## config.mk

```make
export PLATFORM = sky130hd
export DESIGN_NAME = madd_pipeline
export DESIGN_NICKNAME = d
export VERILOG_FILES = /design/src/rtl/arith_pkg.sv /design/src/rtl/sched_pkg.sv /design/src/rtl/madd_pipeline.sv /design/src/rtl/pipe_addsub.sv /design/src/rtl/pipe_multiplier.sv /design/src/rtl/sched_delay_reg.sv
export VERILOG_INCLUDE_DIRS = /design/src /design/src/rtl
export SDC_FILE = /design/constraint.sdc
export NUM_CORES = 1
export LEC_CHECK = 0
export CAP_MARGIN = 20
export CORE_ASPECT_RATIO = 1.4
export CORE_MARGIN = 2
export CORE_UTILIZATION = 34
export CTS_BUF_LIST = sky130_fd_sc_hd__clkbuf_4 sky130_fd_sc_hd__clkbuf_8
export DETAILED_ROUTE_END_ITERATION = 12
export DONT_BUFFER_PORTS = 1
export GPL_ROUTABILITY_DRIVEN = 1
export PLACE_DENSITY = 0.54
export SETUP_SLACK_MARGIN = 0.15
export SLEW_MARGIN = 25
export SYNTH_ARGS = -nofsm -noshare
export SYNTH_HDL_FRONTEND = slang
export SYNTH_SLANG_ARGS = --single-unit
```

## constraint.sdc

```tcl
create_clock -name clk -period 10.15 [get_ports clk]
set_input_delay 0.5075 -clock clk [delete_from_list [all_inputs] [get_ports clk]]
set_output_delay 0.5075 -clock clk [all_outputs]
set_load 0.005 [all_outputs]
```

## src/rtl/madd_macros.svh

```systemverilog
`ifndef MADD_MACROS_SVH
`define MADD_MACROS_SVH

// ##################################################
// Datapath widths
// ##################################################

`define MADD_WIDTH 16 // Operand width, the product is twice this
`define MADD_TAG_WIDTH 4 // Caller tag carried beside each operation

// ##################################################
// Fixed schedule, counted in clock cycles
// ##################################################

`define MADD_MUL_LAT 3 // From go to prod_valid
`define MADD_LAT 4 // From go to done, multiplier plus the add stage

`endif

```

## src/rtl/arith_pkg.sv

```systemverilog
`include "madd_macros.svh"

package arith_pkg;

  // One operand as it enters the multiplier
  typedef logic [`MADD_WIDTH-1:0] word_t;

  // Products and final results use the full double width
  typedef logic [2*`MADD_WIDTH-1:0] result_t;

  // Selects what happens to the addend in the last stage
  typedef enum logic {
    OP_ADD = 1'b0, // a*b + c
    OP_SUB = 1'b1 // a*b - c, wraps modulo 2**32
  } op_t;

endpackage

```

## src/rtl/sched_pkg.sv

```systemverilog
`include "madd_macros.svh"

package sched_pkg;

  // Opaque to the pipeline, it comes back out with the result
  typedef logic [`MADD_TAG_WIDTH-1:0] tag_t;

  // Bit i is set when multiplier stage i+1 holds a live operation
  typedef logic [`MADD_MUL_LAT-1:0] stage_valid_t;

endpackage

```

## src/rtl/madd_pipeline.sv

```systemverilog
`timescale 1ns/1ns
`include "madd_macros.svh"

module madd_pipeline
  import arith_pkg::*, sched_pkg::*;
(
  input logic clk,
  input logic reset,
  input logic go,
  input word_t a,
  input word_t b,
  input word_t c,
  input op_t op,
  input tag_t tag,
  output logic done,
  output result_t result,
  output tag_t tag_out
);

  result_t product;
  logic prod_valid;
  word_t c_dly; // Addend, arrives with the product
  logic [0:0] op_dly;
  tag_t tag_dly;

  pipe_multiplier mul (
    .clk(clk),
    .reset(reset),
    .go(go),
    .a(a),
    .b(b),
    .product(product),
    .prod_valid(prod_valid)
  );

  // ##################################################
  // Side values wait for the multiplier
  // ##################################################

  sched_delay_reg #(.WIDTH(`MADD_WIDTH), .DELAY(`MADD_MUL_LAT)) c_align (
    .clk(clk), .reset(reset), .write_en(go), .in(c), .out(c_dly)
  );

  sched_delay_reg #(.WIDTH(1), .DELAY(`MADD_MUL_LAT)) op_align (
    .clk(clk), .reset(reset), .write_en(go), .in(op), .out(op_dly)
  );

  sched_delay_reg #(.WIDTH(`MADD_TAG_WIDTH), .DELAY(`MADD_MUL_LAT)) tag_align (
    .clk(clk), .reset(reset), .write_en(go), .in(tag), .out(tag_dly)
  );

  // Matches the single add stage so tag_out changes together with result
  sched_delay_reg #(.WIDTH(`MADD_TAG_WIDTH), .DELAY(1)) tag_out_reg (
    .clk(clk), .reset(reset), .write_en(prod_valid), .in(tag_dly), .out(tag_out)
  );

  pipe_addsub addsub (
    .clk(clk),
    .reset(reset),
    .product(product),
    .prod_valid(prod_valid),
    .addend(c_dly),
    .op(op_t'(op_dly)),
    .result(result),
    .done(done)
  );

endmodule

```

## src/rtl/pipe_addsub.sv

```systemverilog
`timescale 1ns/1ns

module pipe_addsub
  import arith_pkg::*;
(
  input logic clk,
  input logic reset,
  input result_t product,
  input logic prod_valid,
  input word_t addend,
  input op_t op,
  output result_t result,
  output logic done
);

  always_ff @(posedge clk) begin
    if (reset) begin
      result <= '0;
      done <= 1'b0;
    end else begin
      done <= prod_valid; // One done per product, never stretched
      if (prod_valid) begin
        if (op == OP_SUB) begin
          result <= product - result_t'(addend); // Wraps when addend exceeds product
        end else begin
          result <= product + result_t'(addend);
        end
      end
    end
  end

endmodule

```

## src/rtl/pipe_multiplier.sv

```systemverilog
`timescale 1ns/1ns
`include "madd_macros.svh"

module pipe_multiplier
  import arith_pkg::*, sched_pkg::*;
(
  input logic clk,
  input logic reset,
  input logic go,
  input word_t a,
  input word_t b,
  output result_t product,
  output logic prod_valid
);

  localparam int HALF = `MADD_WIDTH / 2;

  word_t a_q; // Stage 1 operands
  word_t b_q;
  logic [`MADD_WIDTH+HALF-1:0] pp_lo; // Stage 2, a times low half of b
  logic [`MADD_WIDTH+HALF-1:0] pp_hi; // Stage 2, a times high half of b
  stage_valid_t stage_valid;

  // ##################################################
  // Data stages
  // ##################################################

  always_ff @(posedge clk) begin
    a_q <= a;
    b_q <= b;
  end

  always_ff @(posedge clk) begin
    pp_lo <= a_q * b_q[HALF-1:0];
    pp_hi <= a_q * b_q[`MADD_WIDTH-1:HALF];
  end

  always_ff @(posedge clk) begin
    product <= result_t'(pp_lo) + (result_t'(pp_hi) << HALF);
  end

  // Valid bits travel with the data, one operation per stage
  always_ff @(posedge clk) begin
    if (reset) begin
      stage_valid <= '0;
    end else begin
      stage_valid <= {stage_valid[`MADD_MUL_LAT-2:0], go};
    end
  end

  assign prod_valid = stage_valid[`MADD_MUL_LAT-1];

  // Each product leaves the pipe together with the operands of its own go
  a_mul_latency: assert property (@(posedge clk) disable iff (reset)
    $past(go, `MADD_MUL_LAT) |-> prod_valid &&
      product == result_t'($past(a, `MADD_MUL_LAT)) * result_t'($past(b, `MADD_MUL_LAT)))
    else $error("pipe_multiplier: product or prod_valid out of step with go");

endmodule

```

## src/rtl/sched_delay_reg.sv

```systemverilog
`timescale 1ns/1ns

module sched_delay_reg #(
  parameter int WIDTH = 32,
  parameter int DELAY = 0
) (
  input logic clk,
  input logic reset,
  input logic write_en,
  input logic [WIDTH-1:0] in, // Sampled on the edge that ends a write_en cycle
  output logic [WIDTH-1:0] out // Valid DELAY cycles after write_en, held until the next write
);

  generate
    if (DELAY == 0) begin : g_pass
      logic [WIDTH-1:0] held;

      always_ff @(posedge clk) begin
        if (reset) begin
          held <= '0;
        end else if (write_en) begin
          held <= in;
        end
      end

      assign out = write_en ? in : held; // Same-cycle value while writing
    end else if (DELAY == 1) begin : g_reg
      always_ff @(posedge clk) begin
        if (reset) begin
          out <= '0;
        end else if (write_en) begin
          out <= in;
        end
      end
    end else if (DELAY == 2) begin : g_two
      logic sample_en;
      logic [WIDTH-1:0] sample;

      always_ff @(posedge clk) begin
        if (reset) begin
          sample_en <= 1'b0;
        end else begin
          sample_en <= write_en;
        end
      end

      always_ff @(posedge clk) begin
        sample <= in; // Captured every cycle, only used when sample_en says so
      end

      always_ff @(posedge clk) begin
        if (reset) begin
          out <= '0;
        end else if (sample_en) begin
          out <= sample;
        end
      end
    end else begin : g_line
      // Each write travels down its own slot, so one write per cycle is fine
      logic [DELAY-2:0] fsm;
      logic [WIDTH-1:0] line [DELAY-1];

      always_ff @(posedge clk) begin
        if (reset) begin
          fsm <= '0;
        end else begin
          fsm[0] <= write_en;
          for (int i = 1; i < DELAY - 1; i++) begin
            fsm[i] <= fsm[i-1];
          end
        end
      end

      always_ff @(posedge clk) begin
        line[0] <= in;
        for (int i = 1; i < DELAY - 1; i++) begin
          line[i] <= line[i-1];
        end
      end

      always_ff @(posedge clk) begin
        if (reset) begin
          out <= '0;
        end else if (fsm[DELAY-2]) begin
          out <= line[DELAY-2]; // Final stage holds between writes
        end
      end
    end
  endgenerate

  // ##################################################
  // Schedule check
  // ##################################################

  generate
    if (DELAY >= 2) begin : g_check
      a_delayed_value: assert property (@(posedge clk) disable iff (reset)
        $past(write_en, DELAY) |-> out == $past(in, DELAY))
        else $error("sched_delay_reg: value did not arrive %0d cycles after write", DELAY);
    end
  endgenerate

endmodule

```

==> impl_summary.md, run 1 <==
CTS
TritonCTS built the clock tree. After clock tree synthesis, the clock-pin slew on the worst setup and hold paths is 0.07 ns. At the later pin of the worst-skew pair, clock insertion delay measures around 0.6 ns.

The clock passes through at most 3 buffers. The root buffer cell is sky130_fd_sc_hd__clkbuf_8. In this run, post-CTS repair resized a total of 0 instances. After clock tree synthesis, the setup repair step added 0 buffers. Counting the buffers created by CTS gives 38. The number of levels in the clock H-tree is 2. The number of sinks on the clock net is 215.

Finish
Counting the fill cells in the layout gives 4750. The area growth from synthesis to layout is 12.7%. The count of non-filler cells in the finished layout is 2424. The share of final-layout standard cells stronger than drive strength 1 is between 4 and 5%. The total number of nets in the final design is 2137.

The post-route standard cell area excluding fillers is 18300 um2.

Timing
Dividing the final minimum period by the clock period gives 53.3%. Setup repair after global routing left no endpoint under its margin. The clock skew after layout is approximately 0.017 ns. For the final routed database, the setup TNS stands at 0 ns. The setup slack of the critical path after layout is roughly 4.7 ns.

Headroom to the max-slew limit came out at 50.4%. The worst path in the final design needs a cycle of about 5.4 ns, including I/O delays and setup. The slew at the pin with the worst max-slew slack is approximately 0.74 ns. The maximum frequency from static timing analysis is about 180 MHz. The count of endpoints failing hold in the final timing report is 0.

The final-report setup violation count is 0. The number of pins with negative max-slew slack in the final report came to 0.

Logic synthesis
The post-synthesis net count is 2098. The top cell type by area accounts for 26.5% of the synthesized area. Counting distinct cell types in the post-synthesis netlist gives 60. By area the synthesized netlist is led by sky130_fd_sc_hd__dfxtp_1 (26%), sky130_fd_sc_hd__fa_1 (21%), sky130_fd_sc_hd__ha_1 (11%), sky130_fd_sc_hd__and2_1 (8.3%), sky130_fd_sc_hd__inv_1 (5.1%). The fraction of registers with async set or reset after synthesis is 0%. The sequential fraction of the synthesis area is 26.5%. The biggest area contributor in the post-synthesis netlist is sky130_fd_sc_hd__dfxtp_1. In the synthesized netlist the dominant register cell turns out to be sky130_fd_sc_hd__dfxtp_1.

The cell with the most instances after synthesis is sky130_fd_sc_hd__inv_1. The number of warnings reported in the yosys synthesis log is 0. Sorting the synthesized cells by how often they occur yields sky130_fd_sc_hd__inv_1 (221), sky130_fd_sc_hd__and2_1 (217), sky130_fd_sc_hd__dfxtp_1 (215). Counting flops with a built-in enable in the synthesized netlist gives 0. The number of instances in the synthesized netlist is 1735. In this run the mean area of a mapped cell was about 9.4 um2. The synthesized cell area is 16300 um2. Counting flops and latches in the post-synthesis netlist gives between 200 and 250.

Place
The placed cell count is between 2000 and 2500. At the end of routability-driven placement, the weighted congestion stood at 0.835. The post-place setup slack is 4.78 ns.

The count of input and output buffers is 0. The wire-length estimate of the detail-placed layout is 30100 um. Once placement finished, the instance area stood at 16900 um2.

Drt
The first detailed-routing pass took 5 iterations. The routed layout has between 10000 and 15000 vias. For this block, the initial DRC count from the detailed router was 435. In the final routed layout, each cell accounts on average for between 15 and 20 um.

The DRC violation count after routing is 0. In the routed layout, each cell is associated on average with a via count of 4.70. The count of nets left with antenna violations once routing finished came out at 0. The final layout contains routed wiring with a total length of a little under 40000 um.

Power and ir drop
Power comes to 5.12 mW. Dividing total power by cell area gives a power density of ~280 nW/um2. The static leakage power is 8.36 nW. IR analysis of the VDD net gives a maximum drop of 0.102 mV.

Die
Once the floorplan was initialized, standard cells occupied 34.5% of the core. Measured along the y axis, the die boundary spans ~260 um. The initialized floorplan defines 94 standard-cell rows. The horizontal die dimension is 189 um.

The core region is 47200 um2. Pin placement for this block handled between 90 and 100 I/O pins. The die area is 49600 um2.

Worst hold path
In this run the most critical hold path is launched from reset. The path type of the worst min-delay path is in -> reg.

Run status
The flow ran to the end, and the final reports show no timing, DRC or antenna violations.

Setup path
STA classifies the critical path endpoint as a register. In this run the critical register-to-register path is captured at mul.pp_lo[22]. The startpoint of the worst setup timing path is mul.a_q[5]. STA puts the critical path data arrival time at ~5.9 ns. The worst setup path is of the reg -> reg kind. The capturing element of the worst setup path is mul.pp_lo[22].

The startpoint identified for the worst register-to-register timing path is mul.a_q[5]. The worst reg2reg path depth is 16. The slack of the worst reg-to-reg path is 4.74 ns. The worst setup path is launched from a register. Of all nets on the critical path, the largest fanout is 16. The required time of the worst setup path is 10.62 ns.

GRT
The wire length of the first global-routing pass is roughly 64000 um. Global routing finished with a remaining overflow of 0. Across every metal layer, demand over resource in global routing totals 16.2%. The initial antenna violation count is 1.

The via count of the first global-routing pass is 12410. Entering global routing, the biggest net connects 52 pins.

Run
The number of max-cap violations is 0.
repair_timing:
item	in CTS	in global routing
hold buffers	55	0
setup endpoints to repair	0	0
hold endpoints to repair	104	0
per-layer routing:
| metal | track usage, % | routed length (um) | vias up |
|---|---|---|---|
| met2 | 29.8 | 19900 | 184 |
| met5 | 0 | 0 | - |
| li1 | - | - | 5700 |
| met4 | 5.53 | 1110 | 0 |
| met1 | 18.5 | 16200 | 5427 |
| met3 | 2.98 | 1520 | 72 |
per-stage QoR:
step | utilization [%] | hold WS, ns
2_1_floorplan | - | 0.310
3_3_place_gp | 35.7 | 0.312
3_5_place_dp | 35.7 | 0.312
4_1_cts | 38.8 | 0.000609
5_1_grt | 38.8 | 0.00728
6_report | 38.8 | 0.0565
area by class of cell:
type	instances	area [um2]	area share, %
diodes	1	2.50	0.0137
clock buffers	52	684	3.74
clock inverters	13	209	1.14
inverters	221	830	4.53
multi-input cells	1237	10900	59.5
flip-flops and latches	215	4310	23.5
well taps	624	781	4.26
repair buffers	61	613	3.35
report_power, final:
group	switching, mW	internal [mW]
Clock	0.381	0.567
Sequential	0.121	1.06
Combinational	1.69	1.30
worst min-delay path by stage:
| stage | to | slack, ns | cells after the start |
|---|---|---|---|
| after global placement | tag_align.g_line.line[1][1] | 0.31 | 0 |
| after detailed placement | c_align.g_line.line[1][5] | 0.31 | 0 |
| final | addsub.result[27] | 0.06 | 1 |
| after global routing | addsub.result[27] | 0.007 | 1 |
| after floorplan | c_align.g_line.line[1][0] | 0.31 | 0 |
| after CTS | addsub.result[27] | 0.0006 | 1 |
cell usage in the layout, fill, tap and decap left out, types with 10 or more instances in the layout:
cell,netlist,final
sky130_fd_sc_hd__nor2b_1,17,17
sky130_fd_sc_hd__inv_1,221,221
sky130_fd_sc_hd__o21ai_0,43,43
sky130_fd_sc_hd__ha_1,137,137
sky130_fd_sc_hd__nand2_1,96,96
sky130_fd_sc_hd__xor2_1,24,24
sky130_fd_sc_hd__xnor2_1,68,68
sky130_fd_sc_hd__nand3_1,19,19
sky130_fd_sc_hd__dfxtp_1,215,213
sky130_fd_sc_hd__a21oi_1,67,67
sky130_fd_sc_hd__fa_1,170,170
sky130_fd_sc_hd__and3_1,10,10
sky130_fd_sc_hd__nor2_1,114,114
sky130_fd_sc_hd__dlygate4sd3_1,0,54
sky130_fd_sc_hd__clkbuf_8,0,47
sky130_fd_sc_hd__a211oi_1,16,16
sky130_fd_sc_hd__a21o_1,43,43
sky130_fd_sc_hd__o21a_1,12,12
sky130_fd_sc_hd__mux2i_1,45,45
sky130_fd_sc_hd__and2_1,217,217
sky130_fd_sc_hd__nor3_1,18,18
sky130_fd_sc_hd__a31oi_1,12,12
state kept, by name (all words and copies together), names as in the netlist:
name                   flops
addsub.result             32
c_align.g_line.line       32
mul.product               32
mul.pp_hi                 24
mul.pp_lo                 24
c_align.out               16
mul.a_q                   16
mul.b_q                   16
tag_align.g_line.line      8
tag_align.out              4
tag_out_reg.out            4
mul.stage_valid            2
op_align.g_line.line       2
addsub.done                1
c_align.g_line.fsm         1
op_align.out               1
worst max-delay path: stages, from the launching register on:
cell                        delay [ns]
sky130_fd_sc_hd__dfxtp_1          0.68
sky130_fd_sc_hd__and2_1           0.24
sky130_fd_sc_hd__fa_1             0.45
sky130_fd_sc_hd__fa_1             0.46
sky130_fd_sc_hd__fa_1             0.55
sky130_fd_sc_hd__inv_1            0.06
sky130_fd_sc_hd__fa_1             0.55
sky130_fd_sc_hd__inv_1            0.05
sky130_fd_sc_hd__ha_1             0.37
sky130_fd_sc_hd__a2111oi_0        0.43
sky130_fd_sc_hd__o21ai_0          0.21
sky130_fd_sc_hd__a41oi_1          0.40
sky130_fd_sc_hd__o211a_1          0.27
sky130_fd_sc_hd__o221ai_1         0.16
sky130_fd_sc_hd__nor2_1           0.17
sky130_fd_sc_hd__a21oi_1          0.10
sky130_fd_sc_hd__xor2_1           0.14
logic make-up (layout without fill, tap and decap cells):
| group | after synthesis | count (layout) | share of synthesized area [%] |
|---|---|---|---|
| other | 0 | 1 | 0 |
| adder cells (fa/ha/maj) | 307 | 307 | 31.5 |
| XOR/XNOR | 92 | 92 | 4.95 |
| AO/OA/AOI/OAI | 256 | 256 | 10.5 |
| flip-flops | 215 | 215 | 26.5 |
| multiplexers | 45 | 45 | 2.77 |
| buffers and inverters | 283 | 347 | 6.53 |
| AND/OR/NAND/NOR | 537 | 537 | 17.3 |
Note: power is estimated with default switching activity, not from simulation.
==> inputs of run 2 (changes only) <==
- clock period: 10.15 -> 5.2 ns (I/O delays scaled with it)
==> run 2 against run 1 <==
  * Wire length shrank 0.66%
  * Total power rose by 94%
  * Clock skew increased by 0.036 ns
  * First-iteration DRC count rose by 17%
  * Non-clock buffer count grew 44
  * Clock power rose by 84%
  * Sequential power increased by 93%
  * Core utilization is 0.90 points higher
  * Global-route usage hardly changed
  * Critical path type unchanged
==> impl_summary.md, run 2 (synthesis gave the netlist of run 1 again) <==
Drt
The first-iteration detailed-routing DRC count is 507. Summed over all layers, the routed wires come to 38500 um. The first detailed-routing pass took 4 iterations. The DRC violation count after routing is 0. The detail route stage leaves a number of antenna-violating nets equal to 0.

In the final routed layout, each cell accounts on average for 15.6 um. For this block, the via count after detailed routing is between 10000 and 15000. The via-per-instance ratio is approximately 4.7.

Die
The initial standard-cell utilization of the core is 34.5%. The horizontal die dimension is 189 um. The placeable core area is roughly 47000 um2. The total number of placement rows is between 90 and 100.

The chip height is about 260 um. The floorplan step defined a die boundary enclosing 49600 um2. just over 90 I/O pins were placed.

Power and ir drop
Overall power consumption after layout is estimated at 9.94 mW. The cell area power density is 530 nW/um2. The worst-case IR drop observed on VDD is ~0.22 mV.

The analysis attributes to cell leakage a power of 8.57 nW.

CTS
The tree built by TritonCTS fans out to 215 sinks. For the worst-skew pair, the clock arrives at the later sink with an insertion delay of between 0.6 and 0.7 ns. The root buffer cell is sky130_fd_sc_hd__clkbuf_8. CTS built an H-tree with a depth of 2.

The maximum buffer depth of the clock tree is 3. TritonCTS built the clock tree. The clock-pin slew of the registers on the worst-case setup and hold paths is 0.08 ns. Clock tree synthesis inserted a total of 38 buffers.

Setup path
The critical path in this run is classified as reg -> reg. The worst setup path is launched from a register. The worst register-to-register path begins at mul.a_q[0]. In this run the critical register-to-register path is captured at mul.pp_lo[21]. STA puts the critical path data required time at ~5.8 ns. The slack of the worst reg-to-reg path is 0.38 ns. The maximum fanout along the worst path is 4. The worst setup path is captured at a register. Data arrives at the worst endpoint at 5.40 ns.

The worst reg2reg path depth is 17.

Place
The count of input and output buffers is 0. The cell area after placement is about 17000 um2. Before CTS, the worst setup slack after placement is 0.0488 ns. The final estimated routing congestion in global placement is a little over 0.8.

Detailed placement finished with a half-perimeter wire length of 30300 um.

Timing
At the pin with the least slew margin, the transition time is 0.655 ns. The final critical path takes up between 90 and 100% of the cycle. Based on the critical path, the design can be clocked at up to 207 MHz. Adding up every negative setup slack in the final design gives 0 ns. Setup repair after global routing left no endpoint under its margin. The number of pins with negative max-slew slack in the final report was 0. For the final database, setup skew stands at 0.0530 ns. The normalized max-slew margin is 56.3%. Setup slack on the critical path of the routed design comes to 0.376 ns. The shortest clock period the worst path allows after layout is approximately 4.8 ns. Setup violations remaining at the end of the flow were counted as 0. The count of endpoints failing hold in the final timing report is 0.

Worst hold path
The worst min-delay path endpoint is addsub.result[25]. The number of stages on the worst hold path is 2. In this run the worst hold path is classified as in -> reg.

The startpoint of the worst hold path is reset.

GRT
For this run, the total global-route usage over all layers was measured as 16.1%. The pin count of the biggest net entering global routing is 65. The wire length of the first global-routing pass is about 64000 um. The via count of the first global-routing pass is between 10000 and 15000. The initial antenna violation count is 1.

The remaining global-route overflow is 0.

Finish
The top cell types in the final layout, fill and taps aside, are sky130_fd_sc_hd__inv_1 (221), sky130_fd_sc_hd__and2_1 (216), sky130_fd_sc_hd__dfxtp_1 (199). Leaving out fill and tap cells, the most frequent cell in the layout is sky130_fd_sc_hd__inv_1. The number of inserted filler cells in the final layout is 4705. With fillers left out, the area of the finished cells amounts to 18700 um2. The share of final-layout standard cells stronger than drive strength 1 is ~8.4%. After the last flow step, the layout net total stands at 2181. The largest registers in the layout are addsub.result (32), c_align.g_line.line (32), mul.product (32).

For this run, the share of the core covered by cells in the final layout is 39.7%. Relative to the synthesized area, the layout overhead comes to 15.3%.

Run
The number of max-cap violations is 0.

Run status
The flow ran to the end, and the final reports show no timing, DRC or antenna violations.
## run 2: changes by cell type in the layout (fill, tap and decap cells not counted), sizes merged
cell / delta
buf: +42
bufinv: -4
clkinv: +4
clkbuf: +3
dlygate4sd3: +2
inv: +2
clkinvlp: -1
## run 2: layout make-up
cell class | count | area, um2 | area share (%)
Multi-Input combinational cell | 1237 | 11000 | 58.5
Sequential cell | 215 | 4340 | 23.1
Timing Repair Buffer | 105 | 963 | 5.14
Inverter | 221 | 830 | 4.43
Tap cell | 624 | 781 | 4.16
Clock buffer | 55 | 719 | 3.84
Clock inverter | 14 | 144 | 0.768
Antenna cell | 1 | 2.50 | 0.0133
## run 2: power breakdown
part | internal, mW | total [mW] | switching [mW] | leakage (nW)
clock network | 0.966 | 1.74 | 0.777 | 0.447
registers | 2.07 | 2.28 | 0.218 | 1.80
logic | 2.65 | 5.91 | 3.26 | 6.33
## run 2: what timing repair did
action / CTS / global route
endpoints found under the setup margin: 2 / 14
pin swaps: 0 / 11
gates cloned: 0 / 0
hold endpoints to repair: 113 / 0
hold buffers: 57 / 0
setup buffers: 0 / 9
resized for setup: 3 / 35
## run 2: metal layers
layer	track usage, %	part of all wire, %
met5	0	0
met4	6.36	3.5
met3	3.51	4.5
met2	29.4	51
met1	18.0	41
## run 2: metrics by stage
| step | hold slack (ns) | cells |
|---|---|---|
| after global routing | 0.123 | 2472 |
| after CTS | 0.0614 | 2462 |
| after floorplan | 0.288 | 1735 |
| after detailed placement | 0.288 | 2336 |
| final | 0.111 | 2472 |
| after global placement | 0.288 | 2336 |
## run 2: worst max-delay path by stage
stage,startpoint,slack [ns],endpoint,cells after the start
after floorplan,mul.b_q[5],0.41,mul.pp_lo[22],18
after global placement,mul.a_q[1],0.13,mul.pp_lo[21],17
after detailed placement,mul.a_q[1],0.05,mul.pp_lo[22],17
after CTS,mul.a_q[4],0.18,mul.pp_lo[22],16
after global routing,mul.b_q[14],0.15,mul.pp_hi[21],17
final,mul.a_q[0],0.38,mul.pp_lo[21],17
## run 2: critical path: stages, from the launching register on
cell and delay, ns:
sky130_fd_sc_hd__dfxtp_4 0.38, sky130_fd_sc_hd__nand2_1 0.08, sky130_fd_sc_hd__fa_1 0.52, sky130_fd_sc_hd__fa_1 0.55, sky130_fd_sc_hd__inv_1 0.06, sky130_fd_sc_hd__fa_1 0.53, sky130_fd_sc_hd__inv_1 0.05, sky130_fd_sc_hd__fa_1 0.53
sky130_fd_sc_hd__inv_1 0.06, sky130_fd_sc_hd__ha_4 0.25, sky130_fd_sc_hd__o21a_1 0.10, sky130_fd_sc_hd__o31a_1 0.13, sky130_fd_sc_hd__o41ai_2 0.32, sky130_fd_sc_hd__o21ai_2 0.12, sky130_fd_sc_hd__o41ai_4 0.34, sky130_fd_sc_hd__o221ai_2 0.16
sky130_fd_sc_hd__or4_1 0.48, sky130_fd_sc_hd__nand3_1 0.08
